<file path="config.mk">
export PLATFORM = sky130hd
export DESIGN_NAME = ldpc_dec_top
export DESIGN_NICKNAME = d
export VERILOG_FILES = /design/src/ldpc_pkg.sv /design/src/ldpc_frame_ifs.sv /design/src/ldpc_bitflip_engine.sv /design/src/ldpc_dec_top.sv /design/src/ldpc_ibuffer.sv /design/src/ldpc_sink.sv /design/src/ldpc_source.sv
export SDC_FILE = /design/constraint.sdc
export NUM_CORES = 1
export LEC_CHECK = 0
export BUFFER_PORTS_ARGS = -buffer_cell sky130_fd_sc_hd__clkbuf_2
export CORE_MARGIN = 5
export CORE_UTILIZATION = 55
export CTS_CLUSTER_DIAMETER = 60
export DETAILED_ROUTE_END_ITERATION = 10
export GPL_ROUTABILITY_DRIVEN = 0
export PLACE_DENSITY = 0.81
export SYNTH_ARGS = -nofsm -noshare
export SYNTH_HDL_FRONTEND = slang
export SYNTH_HIERARCHICAL = 1
export SYNTH_SLANG_ARGS = --single-unit
</file>
<file path="constraint.sdc">
create_clock -name iclkin -period 4.2 [get_ports iclkin]
set_clock_uncertainty 0.05 [all_clocks]
set_input_delay 0.63 -clock iclkin [delete_from_list [all_inputs] [get_ports iclkin]]
set_output_delay 0.63 -clock iclkin [all_outputs]
set_load 0.02 [all_outputs]
</file>
<file path="src/ldpc_pkg.sv">
// shared constants, vector typedefs and engine state enum for the product-code decoder
package ldpc_pkg;

  // ----------------------------------------
  // code geometry
  // ----------------------------------------
  localparam int LLR_W      = 4;                        // soft metric width
  localparam int ROWS       = 4;
  localparam int COLS       = 4;
  localparam int DATA_BITS  = ROWS * COLS;              // d[r][c] at 4r+c
  localparam int FRAME_BITS = DATA_BITS + ROWS + COLS;  // data, row par, col par

  // ----------------------------------------
  // port and result widths
  // ----------------------------------------
  localparam int BYTE_W     = 8;                        // output word
  localparam int TAG_W      = 4;
  localparam int ERR_W      = 5;                        // holds 0..24
  localparam int NITER_W    = 8;

  // ----------------------------------------
  // types
  // ----------------------------------------
  typedef logic signed [LLR_W-1:0]      llr_t;          // sign bit is the hard decision
  typedef logic        [FRAME_BITS-1:0] cword_t;
  typedef logic        [DATA_BITS-1:0]  dword_t;
  typedef logic        [BYTE_W-1:0]     byte_t;
  typedef logic        [TAG_W-1:0]      tag_t;
  typedef logic        [ERR_W-1:0]      err_t;
  typedef logic        [NITER_W-1:0]    niter_t;
  typedef logic        [4:0]            cnt_t;          // source bit position 0..23

  // engine FSM
  typedef enum logic [2:0] {
    st_idle,     // waiting for a buffer req
    st_load,     // copy frame, raise ack
    st_iterate,  // one flip pass per cycle
    st_post,     // error count and fail flag
    st_release   // hand result to the sink
  } eng_state_t;

endpackage

</file>
<file path="src/ldpc_frame_ifs.sv">
// frame_if (buffer to engine) and result_if (engine to sink), both four-phase req/ack
`timescale 1ns/1ns

interface frame_if;
  import ldpc_pkg::*;

  logic   req;    // bank offered, payload stable
  logic   ack;    // engine has its copy
  cword_t cw;     // hard decisions, 24 bits
  tag_t   tag;
  niter_t niter;  // iteration budget
  logic   fmode;  // early stop allowed

  modport buf_side (output req, cw, tag, niter, fmode, input ack);
  modport eng_side (input req, cw, tag, niter, fmode, output ack);
endinterface

interface result_if;
  import ldpc_pkg::*;

  logic   req;      // result waiting
  logic   ack;      // sink has copied it
  dword_t data;     // decoded data bits only
  tag_t   tag;
  logic   decfail;  // some check still failing
  err_t   err;      // flipped positions

  modport eng_side (output req, data, tag, decfail, err, input ack);
  modport snk_side (input req, data, tag, decfail, err, output ack);
endinterface

</file>
<file path="src/ldpc_bitflip_engine.sv">
// iterative 4x4 product-code bit-flip decoder with its FSM and both frame handshakes
`timescale 1ns/1ns

module ldpc_bitflip_engine (
  input  logic       iclkin,
  input  logic       rst_n,
  frame_if.eng_side  fr,
  result_if.eng_side res
);
  import ldpc_pkg::*;

  eng_state_t      state;
  cword_t          hd;         // word as loaded
  cword_t          wcw;        // working word
  cword_t          flipped;    // wcw after one pass
  tag_t            tag_q;
  niter_t          niter_q;
  niter_t          itc;        // passes done
  logic            fmode_q;
  logic [ROWS-1:0] row_fail;
  logic [COLS-1:0] col_fail;
  logic            all_pass;
  logic            done;
  err_t            err_q;
  logic            decfail_q;

  // differing positions between two words
  function automatic err_t count_diff(cword_t a, cword_t b);
    err_t   n;
    cword_t x;
    n = '0;
    x = a ^ b;
    for (int i = 0; i < FRAME_BITS; i++) begin
      n += err_t'(x[i]);
    end
    return n;
  endfunction

  // ----------------------------------------
  // checks on the working word
  // ----------------------------------------
  always_comb begin
    for (int r = 0; r < ROWS; r++) begin
      row_fail[r] = wcw[DATA_BITS + r];          // row parity
      for (int c = 0; c < COLS; c++) begin
        row_fail[r] ^= wcw[r*COLS + c];
      end
    end
    for (int c = 0; c < COLS; c++) begin
      col_fail[c] = wcw[DATA_BITS + ROWS + c];   // column parity
      for (int r = 0; r < ROWS; r++) begin
        col_fail[c] ^= wcw[r*COLS + c];
      end
    end
  end

  assign all_pass = ~(|row_fail) & ~(|col_fail);
  assign done     = (itc == niter_q) || (fmode_q && all_pass);  // early stop only in fmode

  // flip rule, one pass
  always_comb begin
    flipped = wcw;
    for (int r = 0; r < ROWS; r++) begin
      for (int c = 0; c < COLS; c++) begin
        flipped[r*COLS + c] = wcw[r*COLS + c] ^ (row_fail[r] & col_fail[c]);  // crossing
      end
    end
    if (col_fail == '0 && $onehot(row_fail)) begin
      flipped[DATA_BITS +: ROWS] = wcw[DATA_BITS +: ROWS] ^ row_fail;  // lone bad row parity
    end
    if (row_fail == '0 && $onehot(col_fail)) begin
      flipped[DATA_BITS+ROWS +: COLS] = wcw[DATA_BITS+ROWS +: COLS] ^ col_fail;
    end
  end

  // ----------------------------------------
  // FSM and handshakes
  // ----------------------------------------
  always_ff @(posedge iclkin) begin
    if (!rst_n) begin
      state   <= st_idle;
      itc     <= '0;
      fr.ack  <= 1'b0;
      res.req <= 1'b0;
    end else begin
      if (fr.ack && !fr.req) fr.ack <= 1'b0;     // phase 4 toward the buffer
      if (res.req && res.ack) res.req <= 1'b0;   // sink took the result
      case (state)
        st_idle: if (fr.req && !fr.ack) state <= st_load;
        st_load: begin
          fr.ack <= 1'b1;
          itc    <= '0;
          state  <= st_iterate;
        end
        st_iterate: begin
          if (done) state <= st_post;
          else itc <= itc + 1'b1;
        end
        st_post: state <= st_release;
        st_release: begin
          if (!res.req && !res.ack) begin          // slot empty, old handshake closed
            res.req <= 1'b1;
            state   <= st_idle;                    // next frame may load meanwhile
          end
        end
        default: state <= st_idle;
      endcase
    end
  end

  // datapath
  always_ff @(posedge iclkin) begin
    case (state)
      st_load: begin
        hd      <= fr.cw;
        wcw     <= fr.cw;
        tag_q   <= fr.tag;
        niter_q <= fr.niter;
        fmode_q <= fr.fmode;
      end
      st_iterate: if (!done) wcw <= flipped;
      st_post: begin
        err_q     <= count_diff(wcw, hd);
        decfail_q <= ~all_pass;
      end
      st_release: begin
        if (!res.req && !res.ack) begin
          res.data    <= wcw[DATA_BITS-1:0];
          res.tag     <= tag_q;
          res.decfail <= decfail_q;
          res.err     <= err_q;
        end
      end
      default: ;
    endcase
  end

endmodule

</file>
<file path="src/ldpc_dec_top.sv">
// decoder top: source, input buffer, bit-flip engine and sink joined by two handshake interfaces
`timescale 1ns/1ns

module ldpc_dec_top (
  input  logic              iclkin,
  input  logic              rst_n,
  // input side
  input  logic              ival,
  input  logic              isop,
  input  logic              ieop,
  input  ldpc_pkg::tag_t    itag,
  input  ldpc_pkg::niter_t  initer,
  input  logic              ifmode,
  input  ldpc_pkg::llr_t    illr,
  output logic              ordy,
  output logic              obusy,
  // output side
  input  logic              ireq,
  output logic              ofull,
  output logic              oval,
  output logic              osop,
  output logic              oeop,
  output ldpc_pkg::byte_t   odat,
  output ldpc_pkg::tag_t    otag,
  output logic              odecfail,
  output ldpc_pkg::err_t    oerr
);

  // ----------------------------------------
  // source to buffer wires
  // ----------------------------------------
  logic             wr_en;
  logic             wr_full;
  ldpc_pkg::cword_t wr_cw;
  ldpc_pkg::tag_t   wr_tag;
  ldpc_pkg::niter_t wr_niter;
  logic             wr_fmode;

  frame_if  fr  ();   // buffer -> engine
  result_if res ();   // engine -> sink

  ldpc_source u_source (
    .iclkin (iclkin), .rst_n (rst_n),
    .ival (ival), .isop (isop), .ieop (ieop),
    .itag (itag), .initer (initer), .ifmode (ifmode), .illr (illr),
    .wr_full (wr_full), .ordy (ordy), .obusy (obusy),
    .wr_en (wr_en), .wr_cw (wr_cw), .wr_tag (wr_tag),
    .wr_niter (wr_niter), .wr_fmode (wr_fmode)
  );

  ldpc_ibuffer u_ibuffer (
    .iclkin (iclkin), .rst_n (rst_n),
    .wr_en (wr_en), .wr_cw (wr_cw), .wr_tag (wr_tag),
    .wr_niter (wr_niter), .wr_fmode (wr_fmode), .wr_full (wr_full),
    .fr (fr)
  );

  ldpc_bitflip_engine u_engine (
    .iclkin (iclkin), .rst_n (rst_n), .fr (fr), .res (res)
  );

  ldpc_sink u_sink (
    .iclkin (iclkin), .rst_n (rst_n), .ireq (ireq), .res (res),
    .ofull (ofull), .oval (oval), .osop (osop), .oeop (oeop),
    .odat (odat), .otag (otag), .odecfail (odecfail), .oerr (oerr)
  );

endmodule

</file>
<file path="src/ldpc_ibuffer.sv">
// two-bank input frame buffer: write from the source, four-phase req/ack toward the engine
`timescale 1ns/1ns

module ldpc_ibuffer (
  input  logic             iclkin,
  input  logic             rst_n,
  input  logic             wr_en,
  input  ldpc_pkg::cword_t wr_cw,
  input  ldpc_pkg::tag_t   wr_tag,
  input  ldpc_pkg::niter_t wr_niter,
  input  logic             wr_fmode,
  output logic             wr_full,
  frame_if.buf_side        fr
);
  import ldpc_pkg::*;

  // bank storage
  cword_t     bank_cw    [2];
  tag_t       bank_tag   [2];
  niter_t     bank_niter [2];
  logic       bank_fmode [2];

  logic [1:0] full;  // per bank
  logic       wptr;  // bank the source fills next
  logic       rptr;  // bank offered to the engine

  assign wr_full = full[wptr];  // both full when this one is

  always_ff @(posedge iclkin) begin
    if (wr_en) begin
      bank_cw[wptr]    <= wr_cw;
      bank_tag[wptr]   <= wr_tag;
      bank_niter[wptr] <= wr_niter;
      bank_fmode[wptr] <= wr_fmode;
    end
  end

  // ----------------------------------------
  // flags, pointers and frame req
  // ----------------------------------------
  always_ff @(posedge iclkin) begin
    if (!rst_n) begin
      full   <= '0;
      wptr   <= 1'b0;
      rptr   <= 1'b0;
      fr.req <= 1'b0;
    end else begin
      if (wr_en) begin
        full[wptr] <= 1'b1;
        wptr       <= ~wptr;
      end
      if (fr.req && fr.ack) begin
        fr.req     <= 1'b0;                    // engine has its copy
        full[rptr] <= 1'b0;                    // bank free again
        rptr       <= ~rptr;
      end else if (!fr.req && !fr.ack && full[rptr]) begin
        fr.req <= 1'b1;                        // previous handshake fully closed
      end
    end
  end

  // read bank straight onto the interface, stable while req is up
  assign fr.cw    = bank_cw[rptr];
  assign fr.tag   = bank_tag[rptr];
  assign fr.niter = bank_niter[rptr];
  assign fr.fmode = bank_fmode[rptr];

endmodule

</file>
<file path="src/ldpc_sink.sv">
// result holding register and two-byte serializer toward the output port
`timescale 1ns/1ns

module ldpc_sink (
  input  logic              iclkin,
  input  logic              rst_n,
  input  logic              ireq,
  result_if.snk_side        res,
  output logic              ofull,
  output logic              oval,
  output logic              osop,
  output logic              oeop,
  output ldpc_pkg::byte_t   odat,
  output ldpc_pkg::tag_t    otag,
  output logic              odecfail,
  output ldpc_pkg::err_t    oerr
);
  import ldpc_pkg::*;

  dword_t data_q;     // held frame
  tag_t   tag_q;
  logic   decfail_q;
  err_t   err_q;
  logic   hi;         // next word is bits 15:8
  logic   take;       // copy a result this cycle
  logic   send;       // emit a word this cycle

  assign take = res.req && !res.ack && !ofull;
  assign send = ireq && ofull;

  // ----------------------------------------
  // control
  // ----------------------------------------
  always_ff @(posedge iclkin) begin
    if (!rst_n) begin
      ofull   <= 1'b0;
      hi      <= 1'b0;
      oval    <= 1'b0;
      osop    <= 1'b0;
      oeop    <= 1'b0;
      res.ack <= 1'b0;
    end else begin
      oval <= send;
      osop <= send & ~hi;                        // low byte first
      oeop <= send & hi;
      if (take) begin
        res.ack <= 1'b1;
        ofull   <= 1'b1;
        hi      <= 1'b0;
      end else if (res.ack && !res.req) begin
        res.ack <= 1'b0;                         // phase 4
      end
      if (send) begin
        hi <= ~hi;
        if (hi) ofull <= 1'b0;                   // second byte out, slot empty
      end
    end
  end

  // payload
  always_ff @(posedge iclkin) begin
    if (take) begin
      data_q    <= res.data;
      tag_q     <= res.tag;
      decfail_q <= res.decfail;
      err_q     <= res.err;
    end
    if (send) begin
      odat     <= hi ? data_q[BYTE_W +: BYTE_W] : data_q[0 +: BYTE_W];
      otag     <= tag_q;                         // repeated on both words
      odecfail <= decfail_q;
      oerr     <= err_q;
    end
  end

endmodule

</file>
<file path="src/ldpc_source.sv">
// input framing: llr accept, hard decision, bit packing, tag capture, frame write pulse
`timescale 1ns/1ns

module ldpc_source (
  input  logic              iclkin,
  input  logic              rst_n,
  input  logic              ival,
  input  logic              isop,
  input  logic              ieop,
  input  ldpc_pkg::tag_t    itag,
  input  ldpc_pkg::niter_t  initer,
  input  logic              ifmode,
  input  ldpc_pkg::llr_t    illr,
  input  logic              wr_full,
  output logic              ordy,
  output logic              obusy,
  output logic              wr_en,
  output ldpc_pkg::cword_t  wr_cw,
  output ldpc_pkg::tag_t    wr_tag,
  output ldpc_pkg::niter_t  wr_niter,
  output logic              wr_fmode
);
  import ldpc_pkg::*;

  logic acc;     // llr taken this cycle
  logic hd_bit;  // negative llr -> 1
  cnt_t cnt;     // position of the next bit

  assign acc    = ival & ordy;
  assign hd_bit = illr[LLR_W-1];

  // ready follows the write bank, low in reset
  always_ff @(posedge iclkin) begin
    if (!rst_n) begin
      ordy <= 1'b0;
    end else begin
      ordy <= ~wr_full;
    end
  end

  // ----------------------------------------
  // framing
  // ----------------------------------------
  always_ff @(posedge iclkin) begin
    if (!rst_n) begin
      obusy <= 1'b0;
      cnt   <= '0;
      wr_en <= 1'b0;
    end else begin
      wr_en <= 1'b0;                            // one cycle pulse
      if (acc && isop) begin                    // sop restarts framing
        obusy <= ~ieop;                         // sop with eop is too short, drop
        cnt   <= cnt_t'(1);
      end else if (acc && obusy) begin
        cnt <= cnt + 1'b1;
        if (cnt == cnt_t'(FRAME_BITS - 1)) begin
          obusy <= 1'b0;                        // 24th llr always ends the frame
          wr_en <= ieop;                        // kept only when eop sits on it
        end else if (ieop) begin
          obusy <= 1'b0;                        // short frame, dropped
        end
      end
    end
  end

  // packed word and per-frame settings
  always_ff @(posedge iclkin) begin
    if (acc && (isop || obusy)) begin
      wr_cw[isop ? cnt_t'(0) : cnt] <= hd_bit;
    end
    if (acc && isop) begin
      wr_tag   <= itag;
      wr_niter <= initer;
      wr_fmode <= ifmode;
    end
  end

endmodule

</file>
==> run summary <==
LAYOUT
-------------------------------------------------------------------------------------------
Post-route non-filler standard cell count                                              1092
Final net count                                                                         853
Layout area overhead                                                                  13.3%
Fill cell instance count of the final layout                                           1493
Fraction of final layout cells sized beyond drive strength 1                          24.2%
Antenna diode instance count                                                              0

STA
-------------------------------------------------------------------------------------------
Endpoints failing hold                                                                    0
Min Hold Slack                                                                       238 ps
Worst path setup slack after routing                                                -207 ps
Setup-violating endpoint count in the final report                                        2
Final TNS setup                                                                     -390 ps
Transition time at the pin with the least slew margin                               1230 ps
RSZ-0062 raised after global routing                                                    yes
Worst slew margin relative to its limit                                               17.6%
Total count of max-transition violations in the final report                              0
Maximum achievable frequency                                                        227 MHz
Time the final worst path needs with I/O delays and setup                           4410 ps
Tcrit/Tclk final                                                                       105%

PWR
-------------------------------------------------------------------------------------------
Net switching power                                                                  998 uW
Overall power after layout                                                          5.46 mW
Worst vdd ir                                                                     0.000323 V
Gate power share                                                                       0.6%
Clock power frac                                                                      44.2%
Internal                                                                            4.46 mW
Total power per unit cell area                                                   412 nW/um2
Reg power frac                                                                        55.2%
Leak                                                                                4.76 nW
Switching Fraction                                                                    18.3%

FLOORPLAN
-------------------------------------------------------------------------------------------
Core box area                                                                     21000 um2
Number of placement rows                                                                 53
Overall die width                                                                    156 um
Floorplan die area                                                                24300 um2
IO Pins                                                                                  47
Effective utilization at floorplan                                                    55.8%
Height of the die                                                                    156 um

LOGIC SYNTHESIS
-------------------------------------------------------------------------------------------
Total nets after synthesis                                                              773
Async set or reset register ratio after synthesis                                        0%
Post-synthesis instance area                                                      11700 um2
Most used flip-flop cell after synthesis                                       sky130_fd_sc_hd__edfxtp_1
Number of synthesized flops with an enable pin                                          248
Synth warn                                                                                6
Instance count of the mapped netlist                                                    717
Flop and latch count out of synthesis                                                   281
Synthesized area divided by synthesized cell count                                 16.3 um2
Sequential element share of the synthesized area                                      69.4%
Library cells used by synthesis                                                          67

CTS
-------------------------------------------------------------------------------------------
Number of buffers added to fix hold violations after cts                                  0
Clock tree root buffer cell                                                    sky130_fd_sc_hd__clkbuf_16
Number of buffers created by CTS                                                         27
Number of sinks driven by the clock tree                                                281
Depth of the CTS H-tree                                                                   1
CTS tree                                                                              built
Clock latency at the later pin of the worst-skew pair                                520 ps
Largest buffer count on any clock path                                                    3
Clock transition at the registers of the reported paths                               60 ps

DETAILED ROUTING
-------------------------------------------------------------------------------------------
Per-cell via count in the routed design                                                5.36
Wirelength, routed                                                                 19000 um
Antenna Violating Nets Remaining                                                          0
Number of design-rule violations left by the first detailed-router iteration            373
Detailed-router iteration count before antenna repair                                     6
Number of vias after detailed routing                                                  5850
Routed wire per std cell                                                            17.4 um
DRC violations left                                                                       0

PLACEMENT
-------------------------------------------------------------------------------------------
Input/output buffers                                                                     43
Final HPWL DP                                                                      13100 um
Placed cell count                                                                      1041

HOLD PATH
-------------------------------------------------------------------------------------------
WHS Endpoint                                                                   u_source/wr_tag[0]
Worst min-delay path class                                                     primary input to flop
Launch point of the worst hold path                                                 itag[0]
Worst Hold Depth                                                                          1

WORST SETUP PATH
-------------------------------------------------------------------------------------------
Data required time of the critical path                                             4420 ps
Critical path class                                                            flop to flop
Crit path largest cell delay                                                         620 ps
Worst-case register-to-register setup slack                                         -210 ps
Worst R2R Path Depth                                                                     12
Critical path data arrival time                                                     4630 ps
Worst Setup End Kind                                                                   flop
Type of origin of the critical path                                                    flop
Critical Path Fanout Max                                                                  2
CP max-delay cell                                                              sky130_fd_sc_hd__fa_2
Cell-by-cell listing of the critical path                                      xor2_1, fa_1, fa_2, fa_2, fa_1, inv_1, fa_1, inv_1, ha_2, fa_2, a21o_1, a21o_1
Reg-to-reg critical path startpoint                                            u_engine/wcw[5]
Reg2reg end                                                                    u_engine/err_q[4]

GRT
-------------------------------------------------------------------------------------------
Global route overflow                                                                     0
Via count of the first global-routing pass                                             5942
Wire length of the first global-routing pass                                       31000 um
Pin count of the biggest net entering global routing                                     47
Tot GR Track Use                                                                      16.1%
Number of antenna violations at the first check in global routing                         0

STATUS
-------------------------------------------------------------------------------------------
Violated checks                                                                negative setup slack
Run status                                                                     complete, but fails checks

FLOW RUN
-------------------------------------------------------------------------------------------
Max-cap check violation count                                                             0

[synthesized netlist by cell type (11+ instances only)]
library cell | count | share of area [%]
sky130_fd_sc_hd__xor2_1 | 35 | 2.6
sky130_fd_sc_hd__fa_1 | 19 | 3.3
sky130_fd_sc_hd__dfxtp_1 | 33 | 5.7
sky130_fd_sc_hd__mux2_4 | 35 | 4.5
sky130_fd_sc_hd__xnor2_1 | 44 | 3.3
sky130_fd_sc_hd__o21ai_0 | 23 | 0.99
sky130_fd_sc_hd__a21oi_1 | 16 | 0.69
sky130_fd_sc_hd__nand2_1 | 40 | 1.3
sky130_fd_sc_hd__edfxtp_1 | 248 | 64
sky130_fd_sc_hd__mux2_2 | 11 | 1.1
sky130_fd_sc_hd__ha_1 | 14 | 1.5
sky130_fd_sc_hd__nor2_1 | 40 | 1.3
sky130_fd_sc_hd__inv_1 | 34 | 1.1
[worst max-delay path by stage]
stage	depth (start not counted)	start	to	slack, ps
5_1_grt	14	u_engine/wcw[21]	u_engine/err_q[4]	-370
4_1_cts	14	u_engine/wcw[21]	u_engine/err_q[4]	-230
3_5_place_dp	14	u_engine/wcw[21]	u_engine/err_q[4]	-250
6_report	12	u_engine/wcw[5]	u_engine/err_q[4]	-210
2_1_floorplan	14	u_engine/wcw[21]	u_engine/err_q[4]	-170
3_3_place_gp	14	u_engine/wcw[21]	u_engine/err_q[4]	-170
[flip-flops by register name, indices dropped and copies added, names as in the netlist, 3 cells and up, named ones only]
signal and count:
u_engine/tag_q 4, u_sink/err_q 5, u_engine/res.data 16, u_engine/hd 24, u_engine/state 3, u_source/cnt 5
u_engine/res.err 5, u_sink/odat 8, u_sink/oerr 5, u_engine/itc 8, u_ibuffer/bank_tag 8, u_source/wr_tag 4
u_engine/err_q 5, u_engine/res.tag 4, u_ibuffer/bank_cw 48, u_engine/wcw 17, u_sink/otag 4, u_source/wr_cw 24
u_ibuffer/bank_niter 16, u_sink/data_q 16, u_engine/niter_q 8, u_sink/tag_q 4, u_source/wr_niter 8
[cell type report]
type                            count  area, um2  area share [%]
Multi-Input combinational cell    384       3350            25.3
Clock inverter                     19        196            1.48
Clock buffer                       30        697            5.26
Tap cell                          275        344            2.60
Sequential cell                   281       8110            61.3
Timing Repair Buffer               69        410            3.10
Inverter                           34        128           0.964
[worst max-delay path: cells and delay by family, from the launching register on]
family	cells	cell delay [ps]
fa+ha+maj	7	3130
xor+xnor	1	200
compound gates	2	300
buf+inv	2	90
flops	1	390
[metrics by stage]
| stage | util, % | worst slack, ps | area [um2] |
|---|---|---|---|
| 2_1_floorplan | - | -171 | 11700 |
| 6_report | 63.2 | -207 | 13200 |
| 3_3_place_gp | 58.7 | -169 | 12300 |
| 3_5_place_dp | 58.7 | -253 | 12300 |
| 4_1_cts | 63.1 | -228 | 13200 |
| 5_1_grt | 63.2 | -370 | 13200 |
[power groups by stage]
stage	logic (mW)	clock network (mW)	registers [mW]
6_report	0.0319	2.41	3.01
5_1_grt	0.0357	2.58	3.01
4_1_cts	0.0325	2.45	3.01
3_5_place_dp	0.0322	0	3.07
3_3_place_gp	0.0316	0	3.07
2_1_floorplan	0.0144	0	3.07
[metal layers]
metal  wire (um)  up-vias  global-route usage [%]  share of wire [%]
li1            -     2771                       -                  -
met1        7800     2852                    21.5                 41
met2        9620      178                    27.6                 51
met3        1030       49                    2.30                5.4
met4         585        0                    5.21                3.1
met5           0        -                       0                  0
[cells by family (layout without fill, tap and decap cells)]
family / count (synthesis) / in the layout / synth area share (%)
DFF: 281 / 281 / 69.4
and+or+nand+nor: 148 / 148 / 6.66
xor gates and xnor gates: 87 / 87 / 7.29
AOI/OAI and AO/OA: 68 / 68 / 3.74
buffers and inverters: 52 / 152 / 2.43
muxes: 48 / 48 / 5.73
adders and majority gates: 33 / 33 / 4.75
[placed cells by master, fill, tap and decap left out, types with 4 or more instances in the layout]
master                      instances
sky130_fd_sc_hd__edfxtp_1         248
sky130_fd_sc_hd__clkbuf_2          43
sky130_fd_sc_hd__xnor2_1           41
sky130_fd_sc_hd__nand2_1           40
sky130_fd_sc_hd__nor2_1            39
sky130_fd_sc_hd__mux2_4            35
sky130_fd_sc_hd__xor2_1            34
sky130_fd_sc_hd__inv_1             32
sky130_fd_sc_hd__dfxtp_1           32
sky130_fd_sc_hd__clkbuf_16         27
sky130_fd_sc_hd__buf_4             26
sky130_fd_sc_hd__o21ai_0           23
sky130_fd_sc_hd__a21oi_1           15
sky130_fd_sc_hd__fa_1              15
sky130_fd_sc_hd__ha_1              13
sky130_fd_sc_hd__mux2_2            11
sky130_fd_sc_hd__clkinv_1           8
sky130_fd_sc_hd__xnor2_2            7
sky130_fd_sc_hd__o31ai_1            7
sky130_fd_sc_hd__nand3_1            7
sky130_fd_sc_hd__nor2_2             7
sky130_fd_sc_hd__clkinv_2           5
sky130_fd_sc_hd__nand3b_1           5
sky130_fd_sc_hd__bufinv_16          4
sky130_fd_sc_hd__xnor3_2            4
sky130_fd_sc_hd__or4_1              4
sky130_fd_sc_hd__nor3_1             4
sky130_fd_sc_hd__fa_2               4
[what timing repair did]
| item | 4_1_cts | 5_1_grt |
|---|---|---|
| setup buffers | 1 | 1 |
| hold endpoints to repair | 0 | 0 |
| gates resized for setup | 7 | 0 |
| setup endpoints to repair | 4 | 4 |
| pin swaps | 3 | 0 |
No activity file was read; power rests on OpenSTA's default activity.
